## config.mk

```make
export PLATFORM = sky130hd
export DESIGN_NAME = chipRamTop
export DESIGN_NICKNAME = d
export VERILOG_FILES = /design/src/chipRamPkg.sv /design/src/refreshTimer.sv /design/src/agnusCapture.sv /design/src/accessArbiter.sv /design/src/sdramSequencer.sv /design/src/chipRamTop.sv
export SDC_FILE = /design/constraint.sdc
export NUM_CORES = 1
export LEC_CHECK = 0
export ABC_AREA = 1
export BUFFER_PORTS_ARGS = -buffer_cell sky130_fd_sc_hd__buf_2
export CAP_MARGIN = 20
export CORE_ASPECT_RATIO = 0.75
export CORE_MARGIN = 8
export CORE_UTILIZATION = 40
export CTS_CLUSTER_SIZE = 28
export DETAILED_ROUTE_END_ITERATION = 10
export HOLD_SLACK_MARGIN = 0.1
export PLACE_DENSITY_LB_ADDON = 0.05
export RECOVER_POWER = 25
export SLEW_MARGIN = 25
export SYNTH_ARGS = -nofsm -noshare
export SYNTH_HDL_FRONTEND = slang
export SYNTH_SLANG_ARGS = --single-unit
```

## constraint.sdc

```tcl
create_clock -name C1 -period 6.4 [get_ports C1]
set_input_delay 1.28 -clock C1 [delete_from_list [all_inputs] [get_ports C1]]
set_output_delay 1.28 -clock C1 [all_outputs]
set_load 0.05 [all_outputs]
```

## src/chipRamPkg.sv

```systemverilog
package chipRamPkg;

    ////////////////////
    // SDRAM commands
    ////////////////////

    // Bit order is CS, RAS, CAS, WE and all four are active low
    typedef enum logic [3:0] {
        cmdNop          = 4'b1111,
        cmdPrecharge    = 4'b0010,
        cmdBankActivate = 4'b0011,
        cmdRead         = 4'b0101,
        cmdWrite        = 4'b0100,
        cmdAutoRefresh  = 4'b0001,
        cmdModeRegister = 4'b0000
    } sdramCmdT;

    // Sequencer top level states
    typedef enum logic [1:0] {
        stInit,
        stIdle,
        stRefresh,
        stAccess
    } seqStateT;

    // Kind of cycle handed from the arbiter to the sequencer
    // cycNone between grants
    typedef enum logic [1:0] {
        cycNone,
        cycRefresh,
        cycDma,
        cycCpu
    } cycleKindT;

    ////////////////////
    // Fixed SDRAM words
    ////////////////////

    // CAS latency 2, sequential burst of 4
    localparam logic [10:0] modeRegValue = 11'h022;

    // A10 high selects all banks on precharge
    localparam logic [10:0] prechargeAllAddr = 11'h400;

endpackage

```

## src/refreshTimer.sv

```systemverilog
`timescale 1ns/100ps

module refreshTimer #(
    parameter int refreshInterval = 27
) (
    input  logic C1,
    input  logic REFRESH_RST,
    input  logic refreshIssued,
    output logic refreshDue
);

    // Interval as a counter value
    localparam logic [7:0] intervalCount = 8'(refreshInterval);

    // Cycles since the last auto-refresh
    logic [7:0] count;

    ////////////////////
    // Cycle counter
    ////////////////////

    always_ff @(posedge C1 or posedge REFRESH_RST) begin
        if (REFRESH_RST) begin
            count <= '0;
        end else begin
            if (refreshIssued) begin
                // Restart once the SDRAM has seen the refresh
                count <= '0;
            end else if (count != 8'hFF) begin
                // Stops at full scale so a long access cannot wrap it
                count <= count + 8'd1;
            end
        end
    end

    // Level request, stays up until the refresh is issued
    assign refreshDue = (count >= intervalCount);

endmodule

```

## src/agnusCapture.sv

```systemverilog
`timescale 1ns/100ps

module agnusCapture (
    input  logic       C1,
    input  logic       REFRESH_RST,
    input  logic       ras0N,
    input  logic       ras1N,
    input  logic       caslN,
    input  logic       casuN,
    input  logic       dbrN,
    input  logic       aweN,
    input  logic [9:0] dra,
    input  logic       tsN,
    input  logic       ramSpaceN,
    input  logic       rnw,
    input  logic       dmaAccept,
    input  logic       cpuAccept,
    output logic       dmaPending,
    output logic [9:0] dmaRow,
    output logic [9:0] dmaCol,
    output logic       dmaWrite,
    output logic       cpuPending,
    output logic       cpuWrite,
    output logic       dbrIdle
);

    // Either RAS line or either CAS byte strobe counts as one strobe
    logic rasAnyN;
    logic casAnyN;
    // Stage 0 and 1 synchronize, stage 2 keeps the previous level
    logic [2:0] rasSync;
    logic [2:0] casSync;
    logic [2:0] dbrSync;
    logic [1:0] ras0Sync;
    logic rasFall;
    logic casFall;
    logic cpuStart;

    assign rasAnyN = ras0N & ras1N;
    assign casAnyN = caslN & casuN;

    ////////////////////
    // Synchronizers
    ////////////////////

    always_ff @(posedge C1 or posedge REFRESH_RST) begin
        if (REFRESH_RST) begin
            rasSync  <= '1;
            casSync  <= '1;
            dbrSync  <= '1;
            ras0Sync <= '1;
        end else begin
            rasSync  <= {rasSync[1:0], rasAnyN};
            casSync  <= {casSync[1:0], casAnyN};
            dbrSync  <= {dbrSync[1:0], dbrN};
            ras0Sync <= {ras0Sync[0], ras0N};
        end
    end

    assign rasFall = rasSync[2] & ~rasSync[1];
    assign casFall = casSync[2] & ~casSync[1];

    // Agnus has let go of the bus for two samples in a row
    assign dbrIdle = dbrSync[2] & dbrSync[1];

    // CPU transfer start inside chip RAM space
    assign cpuStart = ~tsN & ~ramSpaceN;

    ////////////////////
    // Address latches
    ////////////////////

    always_ff @(posedge C1) begin
        // Top row bit records which RAS line fell, 8372A style
        if (rasFall) begin
            dmaRow <= {ras0Sync[1], dra[8:0]};
        end
        if (casFall) begin
            dmaCol   <= dra;
            dmaWrite <= ~aweN;
        end
        if (cpuStart) begin
            cpuWrite <= ~rnw;
        end
    end

    // Pending flags, a new request merges into one already waiting
    always_ff @(posedge C1 or posedge REFRESH_RST) begin
        if (REFRESH_RST) begin
            dmaPending <= 1'b0;
            cpuPending <= 1'b0;
        end else begin
            dmaPending <= casFall | (dmaPending & ~dmaAccept);
            cpuPending <= cpuStart | (cpuPending & ~cpuAccept);
        end
    end

endmodule

```

## src/accessArbiter.sv

```systemverilog
`timescale 1ns/100ps

module accessArbiter import chipRamPkg::*; (
    input  logic        C1,
    input  logic        REFRESH_RST,
    input  logic        seqIdle,
    input  logic        refreshDue,
    input  logic        dmaPending,
    input  logic [9:0]  dmaRow,
    input  logic [9:0]  dmaCol,
    input  logic        dmaWrite,
    input  logic        cpuPending,
    input  logic        cpuWrite,
    input  logic        dbrIdle,
    input  logic [20:1] cpuAddr,
    output cycleKindT   grantKind,
    output logic [10:0] rowAddr,
    output logic [10:0] colAddr,
    output logic        grantWrite,
    output logic        grantDben,
    output logic        dmaAccept,
    output logic        cpuAccept
);

    cycleKindT nextKind;

    ////////////////////
    // Winner selection
    ////////////////////

    // Refresh, then DMA, then CPU
    // No new grant while the last one is still on its way
    always_comb begin
        nextKind = cycNone;
        if (seqIdle && (grantKind == cycNone)) begin
            if (refreshDue) begin
                nextKind = cycRefresh;
            end else if (dmaPending) begin
                nextKind = cycDma;
            end else if (cpuPending && dbrIdle) begin
                // CPU only gets the RAM once Agnus has released it
                nextKind = cycCpu;
            end
        end
    end

    // Grant strobe and accept pulses, one cycle each
    always_ff @(posedge C1 or posedge REFRESH_RST) begin
        if (REFRESH_RST) begin
            grantKind <= cycNone;
            dmaAccept <= 1'b0;
            cpuAccept <= 1'b0;
        end else begin
            grantKind <= nextKind;
            dmaAccept <= (nextKind == cycDma);
            cpuAccept <= (nextKind == cycCpu);
        end
    end

    ////////////////////
    // Address map
    ////////////////////

    always_ff @(posedge C1) begin
        case (nextKind)
            cycDma: begin
                // Row bit 9 holds the RAS line, column drops DRA0
                rowAddr    <= {1'b0, dmaRow[9], dmaRow[8:0]};
                colAddr    <= {3'b000, dmaCol[8:1]};
                grantWrite <= dmaWrite;
                // DRA0 of the column steers the data buffer
                grantDben  <= ~dmaCol[0];
            end
            cycCpu: begin
                // 1 MB map, same split as the Agnus multiplexer
                rowAddr    <= {1'b0, cpuAddr[19], cpuAddr[17:9]};
                colAddr    <= {3'b000, cpuAddr[18], cpuAddr[8:2]};
                grantWrite <= cpuWrite;
                grantDben  <= 1'b1;
            end
            default: begin
                // Refresh carries no address, keep the last one
            end
        endcase
    end

endmodule

```

## src/sdramSequencer.sv

```systemverilog
`timescale 1ns/100ps

module sdramSequencer import chipRamPkg::*; (
    input  logic        C1,
    input  logic        REFRESH_RST,
    input  cycleKindT   grantKind,
    input  logic [10:0] rowAddr,
    input  logic [10:0] colAddr,
    input  logic        grantWrite,
    input  logic        grantDben,
    output logic        seqIdle,
    output logic        refreshIssued,
    output logic        crcsN,
    output logic        rasN,
    output logic        casN,
    output logic        weN,
    output logic [10:0] cma,
    output logic        cpuTack,
    output logic        cpuCycle,
    output logic        dmaCycle,
    output logic        dbenN,
    output logic        dbdir,
    output logic        clkEn
);

    seqStateT state;
    // Step within the current sequence
    logic [3:0] step;
    sdramCmdT cmd;

    // Grant held for the length of the access
    logic [10:0] rowQ;
    logic [10:0] colQ;
    logic writeQ;
    logic dbenQ;
    logic cpuQ;

    // Command register drives the pins directly
    assign {crcsN, rasN, casN, weN} = cmd;

    assign seqIdle = (state == stIdle);

    always_ff @(posedge C1) begin
        if ((state == stIdle) && (grantKind != cycNone)) begin
            rowQ   <= rowAddr;
            colQ   <= colAddr;
            writeQ <= grantWrite;
            dbenQ  <= grantDben;
            cpuQ   <= (grantKind == cycCpu);
        end
    end

    ////////////////////
    // Main FSM
    ////////////////////

    always_ff @(posedge C1 or posedge REFRESH_RST) begin
        if (REFRESH_RST) begin
            state         <= stInit;
            step          <= '0;
            cmd           <= cmdNop;
            cma           <= '0;
            refreshIssued <= 1'b0;
            cpuTack       <= 1'b0;
            cpuCycle      <= 1'b0;
            dmaCycle      <= 1'b0;
            dbenN         <= 1'b1;
            dbdir         <= 1'b1;
            clkEn         <= 1'b1;
        end else begin
            // Nop unless a step below says otherwise
            cmd           <= cmdNop;
            refreshIssued <= 1'b0;

            case (state)
                stInit: begin
                    step <= step + 4'd1;
                    // Power-up order: precharge all, mode word, two refreshes
                    case (step)
                        4'd0: begin
                            cmd <= cmdPrecharge;
                            cma <= prechargeAllAddr;
                        end
                        4'd2: begin
                            cmd <= cmdModeRegister;
                            cma <= modeRegValue;
                        end
                        4'd5, 4'd9: begin
                            cmd           <= cmdAutoRefresh;
                            refreshIssued <= 1'b1;
                        end
                        4'd13: begin
                            state <= stIdle;
                            step  <= '0;
                        end
                        default: begin
                        end
                    endcase
                end

                stIdle: begin
                    // Grant seen here, pins move on the next edge
                    if (grantKind != cycNone) begin
                        step  <= '0;
                        state <= (grantKind == cycRefresh) ? stRefresh : stAccess;
                    end
                end

                stRefresh: begin
                    step <= step + 4'd1;
                    case (step)
                        4'd0: begin
                            cmd           <= cmdAutoRefresh;
                            refreshIssued <= 1'b1;
                        end
                        // tRC covered by three nops
                        4'd3: begin
                            state <= stIdle;
                        end
                        default: begin
                        end
                    endcase
                end

                stAccess: begin
                    step <= step + 4'd1;
                    case (step)
                        4'd0: begin
                            cmd      <= cmdBankActivate;
                            cma      <= rowQ;
                            cpuCycle <= cpuQ;
                            dmaCycle <= ~cpuQ;
                            dbenN    <= dbenQ;
                            dbdir    <= ~writeQ;
                        end
                        4'd1: begin
                            // Early acknowledge, write data already on the bus
                            cpuTack <= cpuQ & writeQ;
                        end
                        4'd2: begin
                            // Two cycles after activate for tRCD
                            cpuTack <= 1'b0;
                            cmd     <= writeQ ? cmdWrite : cmdRead;
                            cma     <= colQ;
                        end
                        4'd3: begin
                            cmd <= cmdPrecharge;
                            cma <= prechargeAllAddr;
                        end
                        4'd5: begin
                            // Read data valid after CAS latency 2
                            cpuTack <= cpuQ & ~writeQ;
                            // Freeze the SDRAM clock so read data stays put
                            clkEn   <= writeQ;
                        end
                        4'd6: begin
                            cpuTack <= 1'b0;
                            clkEn   <= 1'b1;
                        end
                        4'd7: begin
                            cpuCycle <= 1'b0;
                            dmaCycle <= 1'b0;
                            dbenN    <= 1'b1;
                            state    <= stIdle;
                        end
                        default: begin
                        end
                    endcase
                end

                default: begin
                    state <= stInit;
                    step  <= '0;
                end
            endcase
        end
    end

endmodule

```

## src/chipRamTop.sv

```systemverilog
`timescale 1ns/100ps

module chipRamTop import chipRamPkg::*; #(
    parameter int refreshInterval = 27
) (
    input  logic        C1,
    input  logic        REFRESH_RST,
    // CPU side
    input  logic        tsN,
    input  logic        ramSpaceN,
    input  logic        rnw,
    input  logic [20:1] cpuAddr,
    // Agnus side
    input  logic        ras0N,
    input  logic        ras1N,
    input  logic        caslN,
    input  logic        casuN,
    input  logic        dbrN,
    input  logic        aweN,
    input  logic [9:0]  dra,
    // SDRAM and bus control pins
    output logic        crcsN,
    output logic        rasN,
    output logic        casN,
    output logic        weN,
    output logic [10:0] cma,
    output logic        cpuTack,
    output logic        cpuCycle,
    output logic        dmaCycle,
    output logic        dbenN,
    output logic        dbdir,
    output logic        clkEn
);

    // Capture to arbiter
    logic       dmaPending;
    logic [9:0] dmaRow;
    logic [9:0] dmaCol;
    logic       dmaWrite;
    logic       cpuPending;
    logic       cpuWrite;
    logic       dbrIdle;
    logic       dmaAccept;
    logic       cpuAccept;

    // Arbiter to sequencer
    cycleKindT   grantKind;
    logic [10:0] rowAddr;
    logic [10:0] colAddr;
    logic        grantWrite;
    logic        grantDben;
    logic        seqIdle;

    // Refresh loop
    logic refreshDue;
    logic refreshIssued;

    refreshTimer #(
        .refreshInterval(refreshInterval)
    ) uRefreshTimer (
        .C1           (C1),
        .REFRESH_RST  (REFRESH_RST),
        .refreshIssued(refreshIssued),
        .refreshDue   (refreshDue)
    );

    agnusCapture uAgnusCapture (
        .C1         (C1),
        .REFRESH_RST(REFRESH_RST),
        .ras0N      (ras0N),
        .ras1N      (ras1N),
        .caslN      (caslN),
        .casuN      (casuN),
        .dbrN       (dbrN),
        .aweN       (aweN),
        .dra        (dra),
        .tsN        (tsN),
        .ramSpaceN  (ramSpaceN),
        .rnw        (rnw),
        .dmaAccept  (dmaAccept),
        .cpuAccept  (cpuAccept),
        .dmaPending (dmaPending),
        .dmaRow     (dmaRow),
        .dmaCol     (dmaCol),
        .dmaWrite   (dmaWrite),
        .cpuPending (cpuPending),
        .cpuWrite   (cpuWrite),
        .dbrIdle    (dbrIdle)
    );

    accessArbiter uAccessArbiter (
        .C1         (C1),
        .REFRESH_RST(REFRESH_RST),
        .seqIdle    (seqIdle),
        .refreshDue (refreshDue),
        .dmaPending (dmaPending),
        .dmaRow     (dmaRow),
        .dmaCol     (dmaCol),
        .dmaWrite   (dmaWrite),
        .cpuPending (cpuPending),
        .cpuWrite   (cpuWrite),
        .dbrIdle    (dbrIdle),
        .cpuAddr    (cpuAddr),
        .grantKind  (grantKind),
        .rowAddr    (rowAddr),
        .colAddr    (colAddr),
        .grantWrite (grantWrite),
        .grantDben  (grantDben),
        .dmaAccept  (dmaAccept),
        .cpuAccept  (cpuAccept)
    );

    sdramSequencer uSdramSequencer (
        .C1           (C1),
        .REFRESH_RST  (REFRESH_RST),
        .grantKind    (grantKind),
        .rowAddr      (rowAddr),
        .colAddr      (colAddr),
        .grantWrite   (grantWrite),
        .grantDben    (grantDben),
        .seqIdle      (seqIdle),
        .refreshIssued(refreshIssued),
        .crcsN        (crcsN),
        .rasN         (rasN),
        .casN         (casN),
        .weN          (weN),
        .cma          (cma),
        .cpuTack      (cpuTack),
        .cpuCycle     (cpuCycle),
        .dmaCycle     (dmaCycle),
        .dbenN        (dbenN),
        .dbdir        (dbdir),
        .clkEn        (clkEn)
    );

endmodule

```

==> metrics <==
Slew @ Worst Pin approximately 2.8 ns; first-pass GRT wire length roughly 16 mm; CP startpoint kind primary input; commonest non-fill, non-tap cell in the layout nand2_1; PwrDens about 520 nW/µm²; DP Worst Slack about 3.6 ns; Placed Cells around 660; vias in the first global route 3,232; final-report max-slew violation count 54; WP data required ~6.3 ns; # hold bufs at CTS 0; Final WS setup 2.85 ns; Syn. warnings 0; max cap viols 1; number of synthesized register bits around 120; Seq/Total Area, Yosys 0.668; H-tree levels 4; Netlist Area Pre-Place 4800 µm²; Post-Synthesis Cells between 400 and 500; status complete, but fails checks; Die H around 110 µm; post-route ant nets 0; fmax ~0.28 GHz; Slew headroom -0.877; CP endpoint uSdramSequencer.cma[6]; antenna cells 0; Avg Inst Size Synth about 11 µm²; via count 3,167; Worst Clk Skew 0.00636 ns; Starting Density 0.412; Max Buffers Root-to-Sink 2; RR Startpoint uSdramSequencer.state[1]; Synth Net Count 503; gr usage total 0.128; share of layout cells above drive strength 1 0.226; Worst Path Max Fanout between 50 and 60; Die Span X 143 µm; Setup Fix Bufs, Post-CTS 0; Tmin final 3.55 ns; Yosys cell types 31; clock latency at the later pin of the worst-skew pair ~0.4 ns; gpl congestion 0.852; port bufs 58; Hold Crit Class register to register; DR DRC count 0; nets about 570; total negative slack 0 ns; Power Total 0.00306 W; reg2reg path depth 7; Resized cells post-CTS 0; Setup Viol. Count Final 0; final hold vios 0; CTS tree done; area grow syn2layout 21.7%; most frequent cells in the layout nand2_1, edfxtp_1, buf_2; Top Ports 62; Remaining Overflow, GRT 0; peak supply drop roughly 180 µV; unrepaired setup endpoints after global routing no; FF-to-FF setup slack around 3.6 ns; reg2reg end uAccessArbiter.colAddr[1]; CP Class primary input to async pin; worst hold slack roughly 0.35 ns; critical path arrival 3.43 ns; Iteration-0 DRC Markers 150; CP Capture Type async pin; die area about 16,000 µm²; failing checks max-capacitance violations, max-slew violations; CTS root buffer clkbuf_16; drt via density between 4 and 5; crit share post-route 0.554; largest net degree at the start of global routing 54; leakage power 2.65 nW; final wirelength 9.50 mm; Pre-antenna DRT Iters 4; row count 34; initial antenna violation count 0; TritonCTS buffer count 17; Core Region approximately 12,000 µm²; Worst-path clk slew 0.05 ns; routed wire length per instance approximately 14 µm; HPWL Detailed approximately 6.6 mm; crit path from REFRESH_RST; fin cells between 600 and 700; CTS sink count approximately 120
## cells by family (layout without fill, tap and decap cells)
family,Yosys count,after routing,share of synthesized area
AO/OA/AOI/OAI,37,37,0.0422
XOR/XNOR,1,1,0.00182
flip-flops,115,115,0.668
buffers and inverters,56,135,0.0497
adder cells (fa/ha/maj),9,9,0.0234
AND/OR/NAND/NOR,235,235,0.215
## synthesized netlist by cell type
master,n,share of area
a21oi_1,10,0.010
or2_2,1,0.0013
o21bai_1,1,0.0016
o21a_1,1,0.0016
nand4_1,5,0.0065
nor3_1,5,0.0052
o21ai_2,2,0.0036
nor2_2,2,0.0026
dfrtp_1,35,0.18
o21ai_0,19,0.020
o211ai_1,1,0.0016
o21ai_1,1,0.0010
o22ai_1,2,0.0026
nand2_1,142,0.11
nand3_1,48,0.050
nand2_4,2,0.0047
nand3_2,2,0.0042
nor2_4,1,0.0023
inv_2,3,0.0023
dfstp_2,18,0.098
nor3_2,1,0.0021
nand2_2,2,0.0026
clkbuf_1,5,0.0039
edfxtp_1,62,0.39
ha_1,9,0.023
nor2_8,1,0.0042
nor2_1,23,0.018
buf_6,3,0.0070
inv_1,40,0.031
buf_2,5,0.0052
xor2_1,1,0.0018
## worst max-delay path: stages
cell,delay [ns]
buf_2,0.09
inv_1,0.04
clkbuf_1,1.98
## worst min-delay path by stage
stage / start / to / slack (ns) / cells after the start
floorplan: uAgnusCapture.casSync[0] / uAgnusCapture.casSync[1] / 0.35 / 0
global placement: uAgnusCapture.ras0Sync[0] / uAgnusCapture.ras0Sync[1] / 0.35 / 0
detailed placement: uAgnusCapture.dbrSync[0] / uAgnusCapture.dbrSync[1] / 0.35 / 0
CTS: uAgnusCapture.ras0Sync[0] / uAgnusCapture.ras0Sync[1] / 0.35 / 0
global route: uAgnusCapture.ras0Sync[0] / uAgnusCapture.ras0Sync[1] / 0.36 / 0
finish: uAgnusCapture.dbrSync[0] / uAgnusCapture.dbrSync[1] / 0.35 / 0
## routing by layer
metal | GRT usage | up-vias | part of all wire
li1 | - | 1633 | -
met1 | 0.184 | 1450 | 0.53
met2 | 0.169 | 73 | 0.40
met3 | 0.0400 | 11 | 0.061
met4 | 0.0600 | 0 | 0.011
met5 | 0 | - | 0
## through the flow
| stage | area [µm²] | utilization |
|---|---|---|
| 2_1_floorplan | 4800 | - |
| 3_3_place_gp | 5240 | 0.449 |
| 3_5_place_dp | 5240 | 0.449 |
| 4_1_cts | 5850 | 0.502 |
| 5_1_grt | 5850 | 0.502 |
| 6_report | 5850 | 0.502 |
## power by group
| part | switching (W) | total [W] | internal, W |
|---|---|---|---|
| combinational | 0.000721 | 0.000974 | 0.000253 |
| sequential | 0.0000935 | 0.00114 | 0.00105 |
| clock | 0.000314 | 0.000947 | 0.000634 |
| total | 0.00113 | 0.00306 | 0.00193 |
## registers in the layout, summed over array words and instances (netlist names), 3 cells and up
register and cells:
uSdramSequencer.colQ 8, uSdramSequencer.cmd 4, uAgnusCapture.dbrSync 3, uRefreshTimer.count 8
uSdramSequencer.rowQ 10, uAgnusCapture.dmaCol 9, uAgnusCapture.casSync 3, uAccessArbiter.rowAddr 10
uAccessArbiter.colAddr 8, uAgnusCapture.rasSync 3, uSdramSequencer.cma 11, uSdramSequencer.step 4
uAgnusCapture.dmaRow 10
## final cells by class
type                    count  area [µm²]
well taps                 162         203
inverters                  43         161
clock buffers              26         553
repair buffers             60         298
clock inverters             6        62.6
multi-input cells         282        1360
flip-flops and latches    115        3210
fillers                  1094        5810
No activity file was read; power rests on OpenSTA's default activity.
